==> config.mk <==
export PLATFORM = sky130hd
export DESIGN_NAME = priv_unit
export DESIGN_NICKNAME = d
export VERILOG_FILES = /design/src/hw/priv_pkg.sv /design/src/hw/priv_unit.sv /design/src/hw/priv_ctrl.sv /design/src/hw/csr_file.sv /design/src/hw/irq_arbiter.sv /design/src/hw/sys_decode.sv
export SDC_FILE = /design/constraint.sdc
export NUM_CORES = 1
export LEC_CHECK = 0
export BUFFER_PORTS_ARGS = -buffer_cell sky130_fd_sc_hd__buf_2
export CAP_MARGIN = 30
export CORE_ASPECT_RATIO = 0.5
export CORE_MARGIN = 4
export CORE_UTILIZATION = 40
export DETAILED_ROUTE_END_ITERATION = 10
export PLACE_DENSITY_LB_ADDON = 0.05
export SKIP_CTS_REPAIR_TIMING = 1
export SLEW_MARGIN = 20
export SYNTH_ARGS = -nofsm -noshare
export SYNTH_HDL_FRONTEND = slang
export SYNTH_SLANG_ARGS = --single-unit
==> constraint.sdc <==
create_clock -name clk -period 8.3 [get_ports clk]
set_input_delay 1.66 -clock clk [delete_from_list [all_inputs] [get_ports clk]]
set_output_delay 1.66 -clock clk [all_outputs]
set_load 0.02 [all_outputs]
==> src/hw/priv_pkg.sv <==
package priv_pkg;

   typedef logic [31:0] xlen_t;
   typedef logic [11:0] csr_addr_t;

   //////////////////////////////////////////////////
   // machine CSR addresses
   //////////////////////////////////////////////////
   localparam csr_addr_t CSR_MSTATUS  = 12'h300;
   localparam csr_addr_t CSR_MISA     = 12'h301;
   localparam csr_addr_t CSR_MIE      = 12'h304;
   localparam csr_addr_t CSR_MTVEC    = 12'h305;
   localparam csr_addr_t CSR_MSCRATCH = 12'h340;
   localparam csr_addr_t CSR_MEPC     = 12'h341;
   localparam csr_addr_t CSR_MCAUSE   = 12'h342;
   localparam csr_addr_t CSR_MTVAL    = 12'h343;
   localparam csr_addr_t CSR_MIP      = 12'h344;
   localparam csr_addr_t CSR_MHARTID  = 12'hf14;

   // exception causes
   localparam logic [4:0] CAUSE_ILLEGAL = 5'd2;
   localparam logic [4:0] CAUSE_BREAK   = 5'd3;
   localparam logic [4:0] CAUSE_ECALL_M = 5'd11;

   // interrupt causes, also the mip/mie bit index
   localparam logic [4:0] IRQ_SW    = 5'd3;
   localparam logic [4:0] IRQ_TIMER = 5'd7;
   localparam logic [4:0] IRQ_EXT   = 5'd11;

   // mstatus fields
   localparam int    MSTATUS_MIE  = 3;
   localparam int    MSTATUS_MPIE = 7;
   localparam xlen_t MSTATUS_MPP  = 32'h0000_1800;

   localparam xlen_t MIE_MASK = 32'h0000_0888;

   localparam logic [6:0] OPC_SYSTEM  = 7'b1110011;
   localparam logic [6:0] FUNCT7_MRET = 7'b0011000;

   //////////////////////////////////////////////////
   // instruction word, two decodings
   //////////////////////////////////////////////////
   typedef struct packed {
      csr_addr_t  csr;
      logic [4:0] rs1_uimm;
      logic [2:0] funct3;
      logic [4:0] rd;
      logic [6:0] opcode;
   } csr_view_t;

   typedef struct packed {
      logic [6:0] funct7;
      logic [4:0] rs2;
      logic [4:0] rs1;
      logic [2:0] funct3;
      logic [4:0] rd;
      logic [6:0] opcode;
   } priv_view_t;

   typedef union packed {
      csr_view_t  csr_view;
      priv_view_t priv_view;
   } sys_instr_u;

   typedef enum logic [2:0] {
      OP_CSR,
      OP_ECALL,
      OP_EBREAK,
      OP_MRET,
      OP_ILLEGAL
   } sys_op_e;

   typedef struct packed {
      logic       valid;
      sys_instr_u instr;
      xlen_t      pc;
      xlen_t      rs1_value;
   } sys_cmd_t;

   typedef struct packed {
      logic       valid;
      logic       rd_we;
      logic [4:0] rd_addr;
      xlen_t      rd_data;
      logic       redirect;
      xlen_t      next_pc;
   } sys_rsp_t;

   typedef struct packed {
      logic ext;
      logic sw;
      logic timer;
   } irq_t;

   typedef struct packed {
      logic       take;
      logic       is_irq;
      logic [4:0] cause;
      xlen_t      epc;
      xlen_t      tval;
   } trap_req_t;

endpackage
==> src/hw/priv_unit.sv <==
`timescale 1ns/1ps

module priv_unit #(
   parameter priv_pkg::xlen_t HART_ID    = 32'd0,
   parameter priv_pkg::xlen_t MISA_VALUE = 32'h4000_0100
) (
   input  logic               clk,
   input  logic               rstn,
   input  priv_pkg::sys_cmd_t cmd,
   input  priv_pkg::irq_t     irq,
   output logic               cmd_ready,
   output priv_pkg::sys_rsp_t rsp
);
   import priv_pkg::*;

   sys_op_e   op;
   logic      csr_read_en;
   logic      csr_write_en;
   logic      use_uimm;
   logic      irq_take;
   logic [4:0] irq_cause;
   csr_addr_t csr_addr;
   xlen_t     csr_wdata;
   logic      csr_we;
   xlen_t     rdata;
   logic      csr_valid;
   trap_req_t trap_req;
   logic      mret_req;
   logic      mstatus_mie;
   xlen_t     mie;
   xlen_t     mtvec;
   xlen_t     mepc;

   sys_decode u_decode (
      .instr        (cmd.instr),
      .op           (op),
      .csr_read_en  (csr_read_en),
      .csr_write_en (csr_write_en),
      .use_uimm     (use_uimm)
   );

   irq_arbiter u_irq (
      .irq         (irq),
      .mie         (mie),
      .mstatus_mie (mstatus_mie),
      .irq_take    (irq_take),
      .irq_cause   (irq_cause)
   );

   csr_file #(
      .HART_ID    (HART_ID),
      .MISA_VALUE (MISA_VALUE)
   ) u_csr (
      .clk         (clk),
      .rstn        (rstn),
      .addr        (csr_addr),
      .wdata       (csr_wdata),
      .we          (csr_we),
      .rdata       (rdata),
      .csr_valid   (csr_valid),
      .irq         (irq),
      .trap_req    (trap_req),
      .mret_req    (mret_req),
      .mstatus_mie (mstatus_mie),
      .mie         (mie),
      .mtvec       (mtvec),
      .mepc        (mepc)
   );

   priv_ctrl u_ctrl (
      .clk          (clk),
      .rstn         (rstn),
      .cmd          (cmd),
      .cmd_ready    (cmd_ready),
      .op           (op),
      .csr_read_en  (csr_read_en),
      .csr_write_en (csr_write_en),
      .use_uimm     (use_uimm),
      .irq_take     (irq_take),
      .irq_cause    (irq_cause),
      .rdata        (rdata),
      .csr_valid    (csr_valid),
      .mtvec        (mtvec),
      .mepc         (mepc),
      .csr_addr     (csr_addr),
      .csr_wdata    (csr_wdata),
      .csr_we       (csr_we),
      .trap_req     (trap_req),
      .mret_req     (mret_req),
      .rsp          (rsp)
   );

endmodule

==> src/hw/priv_ctrl.sv <==
`timescale 1ns/1ps

module priv_ctrl (
   input  logic                clk,
   input  logic                rstn,
   input  priv_pkg::sys_cmd_t  cmd,
   output logic                cmd_ready,
   input  priv_pkg::sys_op_e   op,
   input  logic                csr_read_en,
   input  logic                csr_write_en,
   input  logic                use_uimm,
   input  logic                irq_take,
   input  logic [4:0]          irq_cause,
   input  priv_pkg::xlen_t     rdata,
   input  logic                csr_valid,
   input  priv_pkg::xlen_t     mtvec,
   input  priv_pkg::xlen_t     mepc,
   output priv_pkg::csr_addr_t csr_addr,
   output priv_pkg::xlen_t     csr_wdata,
   output logic                csr_we,
   output priv_pkg::trap_req_t trap_req,
   output logic                mret_req,
   output priv_pkg::sys_rsp_t  rsp
);
   import priv_pkg::*;

   typedef enum logic {IDLE, RESP} state_e;

   state_e   state_q;
   logic     accept;
   logic     illegal;
   logic     exec;
   xlen_t    src;
   xlen_t    tvec_base;
   xlen_t    trap_pc;
   sys_rsp_t rsp_next;

   assign cmd_ready = (state_q == IDLE);
   assign accept    = cmd.valid && cmd_ready;
   // an interrupt displaces the command
   assign exec      = accept && !irq_take;
   assign illegal   = (op == OP_ILLEGAL) || (op == OP_CSR && !csr_valid);

   //////////////////////////////////////////////////
   // csr new value
   //////////////////////////////////////////////////
   assign src      = use_uimm ? {27'd0, cmd.instr.csr_view.rs1_uimm} : cmd.rs1_value;
   assign csr_addr = cmd.instr.csr_view.csr;

   always_comb begin
      case (cmd.instr.csr_view.funct3[1:0])
         2'b10:   csr_wdata = rdata | src;
         2'b11:   csr_wdata = rdata & ~src;
         default: csr_wdata = src;
      endcase
   end

   assign csr_we   = exec && op == OP_CSR && csr_write_en;
   assign mret_req = exec && op == OP_MRET;

   always_comb begin
      trap_req.take   = accept && (irq_take || illegal || op == OP_ECALL || op == OP_EBREAK);
      trap_req.is_irq = irq_take;
      trap_req.epc    = cmd.pc;
      trap_req.tval   = '0;
      if (irq_take) begin
         trap_req.cause = irq_cause;
      end else if (illegal) begin
         trap_req.cause = CAUSE_ILLEGAL;
         trap_req.tval  = cmd.instr;
      end else if (op == OP_EBREAK) begin
         trap_req.cause = CAUSE_BREAK;
      end else begin
         trap_req.cause = CAUSE_ECALL_M;
      end
   end

   // vectored mode only applies to interrupts
   assign tvec_base = {mtvec[31:2], 2'b00};
   assign trap_pc   = (irq_take && mtvec[1:0] == 2'b01) ?
                      tvec_base + {25'd0, irq_cause, 2'b00} : tvec_base;

   //////////////////////////////////////////////////
   // response
   //////////////////////////////////////////////////
   always_comb begin
      rsp_next          = '0;
      rsp_next.valid    = 1'b1;
      rsp_next.rd_addr  = cmd.instr.csr_view.rd;
      rsp_next.next_pc  = cmd.pc + 32'd4;
      if (trap_req.take) begin
         rsp_next.redirect = 1'b1;
         rsp_next.next_pc  = trap_pc;
      end else if (op == OP_MRET) begin
         rsp_next.redirect = 1'b1;
         rsp_next.next_pc  = mepc;
      end else begin
         rsp_next.rd_we   = csr_read_en && cmd.instr.csr_view.rd != 5'd0;
         rsp_next.rd_data = csr_read_en ? rdata : '0;
      end
   end

   always_ff @(posedge clk) begin
      if (rstn) begin
         state_q <= IDLE;
         rsp     <= '0;
      end else begin
         rsp.valid <= accept;
         if (accept) begin
            state_q <= RESP;
            rsp     <= rsp_next;
         end else begin
            state_q <= IDLE;
         end
      end
   end

endmodule

==> src/hw/csr_file.sv <==
`timescale 1ns/1ps

module csr_file #(
   parameter priv_pkg::xlen_t HART_ID    = 32'd0,
   parameter priv_pkg::xlen_t MISA_VALUE = 32'h4000_0100
) (
   input  logic                 clk,
   input  logic                 rstn,
   input  priv_pkg::csr_addr_t  addr,
   input  priv_pkg::xlen_t      wdata,
   input  logic                 we,
   output priv_pkg::xlen_t      rdata,
   output logic                 csr_valid,
   input  priv_pkg::irq_t       irq,
   input  priv_pkg::trap_req_t  trap_req,
   input  logic                 mret_req,
   output logic                 mstatus_mie,
   output priv_pkg::xlen_t      mie,
   output priv_pkg::xlen_t      mtvec,
   output priv_pkg::xlen_t      mepc
);
   import priv_pkg::*;

   logic  mstatus_mie_q;
   logic  mstatus_mpie_q;
   xlen_t mie_q;
   xlen_t mtvec_q;
   xlen_t mscratch_q;
   xlen_t mepc_q;
   xlen_t mcause_q;
   xlen_t mtval_q;

   xlen_t mstatus_rd;
   xlen_t mip_rd;
   logic  known;
   logic  read_only;

   //////////////////////////////////////////////////
   // read side
   //////////////////////////////////////////////////
   always_comb begin
      mstatus_rd               = MSTATUS_MPP;
      mstatus_rd[MSTATUS_MIE]  = mstatus_mie_q;
      mstatus_rd[MSTATUS_MPIE] = mstatus_mpie_q;
   end

   // mip mirrors the live lines
   always_comb begin
      mip_rd            = '0;
      mip_rd[IRQ_SW]    = irq.sw;
      mip_rd[IRQ_TIMER] = irq.timer;
      mip_rd[IRQ_EXT]   = irq.ext;
   end

   always_comb begin
      rdata     = '0;
      known     = 1'b1;
      read_only = 1'b0;
      case (addr)
         CSR_MSTATUS:  rdata = mstatus_rd;
         CSR_MISA: begin
            rdata     = MISA_VALUE;
            read_only = 1'b1;
         end
         CSR_MIE:      rdata = mie_q;
         CSR_MTVEC:    rdata = mtvec_q;
         CSR_MSCRATCH: rdata = mscratch_q;
         CSR_MEPC:     rdata = mepc_q;
         CSR_MCAUSE:   rdata = mcause_q;
         CSR_MTVAL:    rdata = mtval_q;
         CSR_MIP: begin
            rdata     = mip_rd;
            read_only = 1'b1;
         end
         CSR_MHARTID: begin
            rdata     = HART_ID;
            read_only = 1'b1;
         end
         default:      known = 1'b0;
      endcase
   end

   assign csr_valid = known && !(we && read_only);

   //////////////////////////////////////////////////
   // update side
   //////////////////////////////////////////////////
   always_ff @(posedge clk) begin
      if (rstn) begin
         mstatus_mie_q  <= 1'b0;
         mstatus_mpie_q <= 1'b0;
         mie_q          <= '0;
         mtvec_q        <= '0;
         mscratch_q     <= '0;
         mepc_q         <= '0;
         mcause_q       <= '0;
         mtval_q        <= '0;
      end else if (trap_req.take) begin
         mstatus_mpie_q <= mstatus_mie_q;
         mstatus_mie_q  <= 1'b0;
         mepc_q         <= {trap_req.epc[31:2], 2'b00};
         mcause_q       <= {trap_req.is_irq, 26'd0, trap_req.cause};
         mtval_q        <= trap_req.tval;
      end else if (mret_req) begin
         mstatus_mie_q  <= mstatus_mpie_q;
         mstatus_mpie_q <= 1'b1;
      end else if (we && csr_valid) begin
         case (addr)
            CSR_MSTATUS: begin
               mstatus_mie_q  <= wdata[MSTATUS_MIE];
               mstatus_mpie_q <= wdata[MSTATUS_MPIE];
            end
            CSR_MIE:      mie_q <= wdata & MIE_MASK;
            CSR_MTVEC: begin
               // modes 2 and 3 are reserved, keep the old value
               if (!wdata[1]) begin
                  mtvec_q <= wdata;
               end
            end
            CSR_MSCRATCH: mscratch_q <= wdata;
            CSR_MEPC:     mepc_q     <= {wdata[31:2], 2'b00};
            CSR_MCAUSE:   mcause_q   <= wdata;
            CSR_MTVAL:    mtval_q    <= wdata;
            default: begin
            end
         endcase
      end
   end

   assign mstatus_mie = mstatus_mie_q;
   assign mie         = mie_q;
   assign mtvec       = mtvec_q;
   assign mepc        = mepc_q;

endmodule

==> src/hw/irq_arbiter.sv <==
`timescale 1ns/1ps

module irq_arbiter (
   input  priv_pkg::irq_t  irq,
   input  priv_pkg::xlen_t mie,
   input  logic            mstatus_mie,
   output logic            irq_take,
   output logic [4:0]      irq_cause
);
   import priv_pkg::*;

   logic pend_ext;
   logic pend_sw;
   logic pend_timer;

   // pending means line high, enabled, and global enable set
   assign pend_ext   = irq.ext   && mie[IRQ_EXT]   && mstatus_mie;
   assign pend_sw    = irq.sw    && mie[IRQ_SW]    && mstatus_mie;
   assign pend_timer = irq.timer && mie[IRQ_TIMER] && mstatus_mie;

   assign irq_take = pend_ext || pend_sw || pend_timer;

   // ext beats sw beats timer
   always_comb begin
      if (pend_ext) begin
         irq_cause = IRQ_EXT;
      end else if (pend_sw) begin
         irq_cause = IRQ_SW;
      end else if (pend_timer) begin
         irq_cause = IRQ_TIMER;
      end else begin
         irq_cause = 5'd0;
      end
   end

endmodule

==> src/hw/sys_decode.sv <==
`timescale 1ns/1ps

module sys_decode (
   input  priv_pkg::sys_instr_u instr,
   output priv_pkg::sys_op_e    op,
   output logic                 csr_read_en,
   output logic                 csr_write_en,
   output logic                 use_uimm
);
   import priv_pkg::*;

   logic is_system;
   logic no_regs;
   logic [1:0] csr_kind;

   assign is_system = (instr.priv_view.opcode == OPC_SYSTEM);
   // ecall, ebreak and mret all have rd and rs1 zero
   assign no_regs   = (instr.priv_view.rd == 5'd0) && (instr.priv_view.rs1 == 5'd0);
   // 01 rw, 10 rs, 11 rc
   assign csr_kind  = instr.csr_view.funct3[1:0];
   assign use_uimm  = instr.csr_view.funct3[2];

   always_comb begin
      op           = OP_ILLEGAL;
      csr_read_en  = 1'b0;
      csr_write_en = 1'b0;
      if (is_system) begin
         if (instr.priv_view.funct3 == 3'b000) begin
            if (no_regs && instr.priv_view.funct7 == 7'd0 && instr.priv_view.rs2 == 5'd0) begin
               op = OP_ECALL;
            end else if (no_regs && instr.priv_view.funct7 == 7'd0
                         && instr.priv_view.rs2 == 5'd1) begin
               op = OP_EBREAK;
            end else if (no_regs && instr.priv_view.funct7 == FUNCT7_MRET
                         && instr.priv_view.rs2 == 5'd2) begin
               op = OP_MRET;
            end
         end else if (csr_kind != 2'b00) begin
            op = OP_CSR;
            // csrrw/csrrwi to x0 skip the read
            csr_read_en  = !(csr_kind == 2'b01 && instr.csr_view.rd == 5'd0);
            // set/clear with a zero source skip the write
            csr_write_en = !(csr_kind != 2'b01 && instr.csr_view.rs1_uimm == 5'd0);
         end
      end
   end

endmodule

==> flow_metrics.env <==
export IMPL_drv_slew=0
export IMPL_cts_root_buffer="clkbuf_16"
export IMPL_min_period_ns=4.87
export IMPL_clock_latency_ns=0.55
export IMPL_min_delay_worst_endpoint="u_ctrl.rsp[50]"
export IMPL_dr_wl_met3_um=7680
export IMPL_syn_inst=1650
export IMPL_skew_ns=0.0286
export IMPL_clock_sinks=234
export IMPL_syn2layout_area_growth_pct=15.1
export IMPL_max_freq_mhz=205
export IMPL_finalSetupViolations=0
export IMPL_drive_above_1_share=0.174
export IMPL_numCtsBuffers=24
export IMPL_synth_top_area_share=0.356
export IMPL_peakVddDrop_mv=0.178
export IMPL_worstSetupEndpointType="flop"
export IMPL_htreeDepth=1
export IMPL_initial_core_util=0.411
export IMPL_status="complete, no violations"
export IMPL_fp_dieArea_um2=36000
export IMPL_reg2reg_slack_ns=4.33
export IMPL_core_region_area_um2=32000
export IMPL_critical_path_peak_fanout=7
export IMPL_hold_depth=2
export IMPL_detail_route_wl_per_cell_um=27.3
export IMPL_synth_distinct_cells=74
export IMPL_fin_tns_setup_ns=0
export IMPL_drt_wl_total_um=59900
export IMPL_io_pin_count=175
export IMPL_power_leakage_nw=5.80
export IMPL_async_flop_share=0
export IMPL_post_drt_via_cell_ratio=6.31
export IMPL_rsz0062_at_grt="no"
export IMPL_reg2reg_depth=12
export IMPL_ant_nets=0
export IMPL_period_share=0.587
export IMPL_fin_cells=2195
export IMPL_wl_met2_um=23800
export IMPL_rows=46
export IMPL_drc=0
export IMPL_post_dp_hpwl_um=44400
export IMPL_fin_total_pwr_w=0.00265
export IMPL_dr_max_layer_used="met5"
export IMPL_worstMarginPinSlew_ns=1.04
export IMPL_synth_edf_count=0
export IMPL_cts_tree="done"
export IMPL_p_per_area_nw_per_um2=175
export IMPL_grtUsageTotal=0.320
export IMPL_seq_area_frac_synth=0.356
export IMPL_first_global_vias=12700
export IMPL_ys_ff_latch=234
export IMPL_synth_top_area_cell="dfxtp_1"
export IMPL_ff_latch_area_um2=4680
export IMPL_numPortBuffers=174
export IMPL_clk_pin_slew_worst_paths_ns=0.06
export IMPL_whs_ns=0.451
export IMPL_critical_path_class="in2reg"
export IMPL_nFillCells=3280
export IMPL_yosys_most_used_dff="dfxtp_1"
export IMPL_start_kind="input pin"
export IMPL_synth_nets=1758
export IMPL_min_path_type="reg2reg"
export IMPL_postLayoutCoreUtil=0.473
export IMPL_synth_commonest_cells="dfxtp_1, nand2_1, nor2_1"
export IMPL_die_y_um=136
export IMPL_route_vias_total=13900
export IMPL_gp_congestion=0.957
export IMPL_clockBufferDepth=3
export IMPL_multiInputGateArea_um2=7870
export IMPL_grt_pass1_wl_um=86500
export IMPL_r2r_end="u_ctrl.rsp[8]"
export IMPL_netlist_area_um2=13100
export IMPL_first_pass_iters=7
export IMPL_yosysMostFrequentCell="dfxtp_1"
export IMPL_cp_arrival_ns=5.26
export IMPL_yosys_top_cells_area="dfxtp_1, nand2_1, nor2_1"
export IMPL_syn_area_per_cell_um2=7.96
export IMPL_chipWidth_um=264
export IMPL_r2r_start="u_csr.mie[11]"
export IMPL_antenna_found_initial=6
export IMPL_finalNetCount=1851
export IMPL_finalHoldViolCount=0
export IMPL_yosysWarningCount=0
export IMPL_required_ns=8.69
export IMPL_grt_max_degree=70
export IMPL_hold_start="u_ctrl.rsp[50]"
export IMPL_cap_violations=0
export IMPL_grt_overflow_total=0
export IMPL_maxSlewHeadroom=0.306
export IMPL_drtIter0Drc=1629
export IMPL_wl_met1_um=27100
export IMPL_dp_cells=2147
-- registers in the layout, summed over array words and instances (netlist names) --
signal / cells
u_csr.mcause_q: 32
u_csr.mstatus_mie: 1
u_csr.mie: 3
u_csr.mstatus_mpie_q: 1
u_ctrl.rsp: 71
u_csr.mepc: 30
u_csr.mtval_q: 32
u_csr.mscratch_q: 32
u_ctrl.state_q: 1
u_csr.mtvec: 31
-- layout make-up --
type / instances / area share
repair buffers: 206 / 0.0760
inverters: 9 / 0.00223
clock inverters: 8 / 0.00802
multi-input cells: 1268 / 0.520
clock buffers: 35 / 0.0478
flip-flops and latches: 234 / 0.310
well taps: 432 / 0.0357
diodes: 3 / 0.000496
-- critical path, stage by stage --
cell,delay [ns]
buf_2,0.13
a222oi_1,0.55
nand2b_1,0.43
inv_1,0.25
ha_1,0.29
fa_1,0.42
a21o_1,0.18
a21oi_1,0.32
nor2_1,0.19
and3_1,0.25
xor2_1,0.14
mux2i_1,0.32
o21ai_0,0.12
-- layer usage --
layer  up-vias  track usage
li1       6207            -
met1      6788        0.476
met2       772        0.447
met3        86        0.104
met4         8       0.0583
met5         -       0.0392
-- cells by family (layout without fill, tap and decap cells) --
| group | Yosys count | in the layout | synth area share |
|---|---|---|---|
| and+or+nand+nor | 638 | 638 | 0.235 |
| other | 0 | 3 | 0 |
| AOI/OAI and AO/OA | 493 | 493 | 0.257 |
| xor gates and xnor gates | 56 | 56 | 0.0373 |
| adders and majority gates | 6 | 6 | 0.00628 |
| muxes | 75 | 75 | 0.0579 |
| buffers and inverters | 148 | 258 | 0.0495 |
| DFF | 234 | 234 | 0.356 |
-- report_power, final --
group | internal [W] | switching [W] | total, W
Sequential | 0.00115 | 0.0000226 | 0.00117
Clock | 0.000697 | 0.000488 | 0.00119
Combinational | 0.0000887 | 0.000207 | 0.000296
Total | 0.00193 | 0.000718 | 0.00265
-- layout by cell type (no fill, tap or decap), drive strengths merged, types with 35 or more instances in the layout --
master,synthesis,routed
nand2,206,206
buf,47,206
nor2,184,184
a22oi,38,38
nand2b,39,39
a21oi,120,120
dfxtp,234,234
o21ai,93,93
clkbuf,92,35
mux2i,67,67
nand3,65,65
a211oi,59,59
-- metrics by stage --
step                      setup WS [ns]  instance area (um2)
after floorplan                    3.91                13100
after global placement             3.07                14200
after detailed placement           3.05                14300
after CTS                          3.59                15100
after global routing               3.37                15100
final                              3.43                15100
-- how the worst max path moves through the flow --
| stage | startpoint | end | slack, ns | cells past startpoint |
|---|---|---|---|---|
| floorplan | irq[2] | u_ctrl.rsp[20] | 3.91 | 13 |
| global placement | irq[2] | u_ctrl.rsp[8] | 3.07 | 13 |
| detailed placement | irq[2] | u_ctrl.rsp[8] | 3.05 | 13 |
| CTS | irq[2] | u_ctrl.rsp[8] | 3.59 | 13 |
| global route | irq[2] | u_ctrl.rsp[8] | 3.37 | 13 |
| finish | irq[2] | u_ctrl.rsp[8] | 3.43 | 13 |
(Power assumes the default switching activity.)
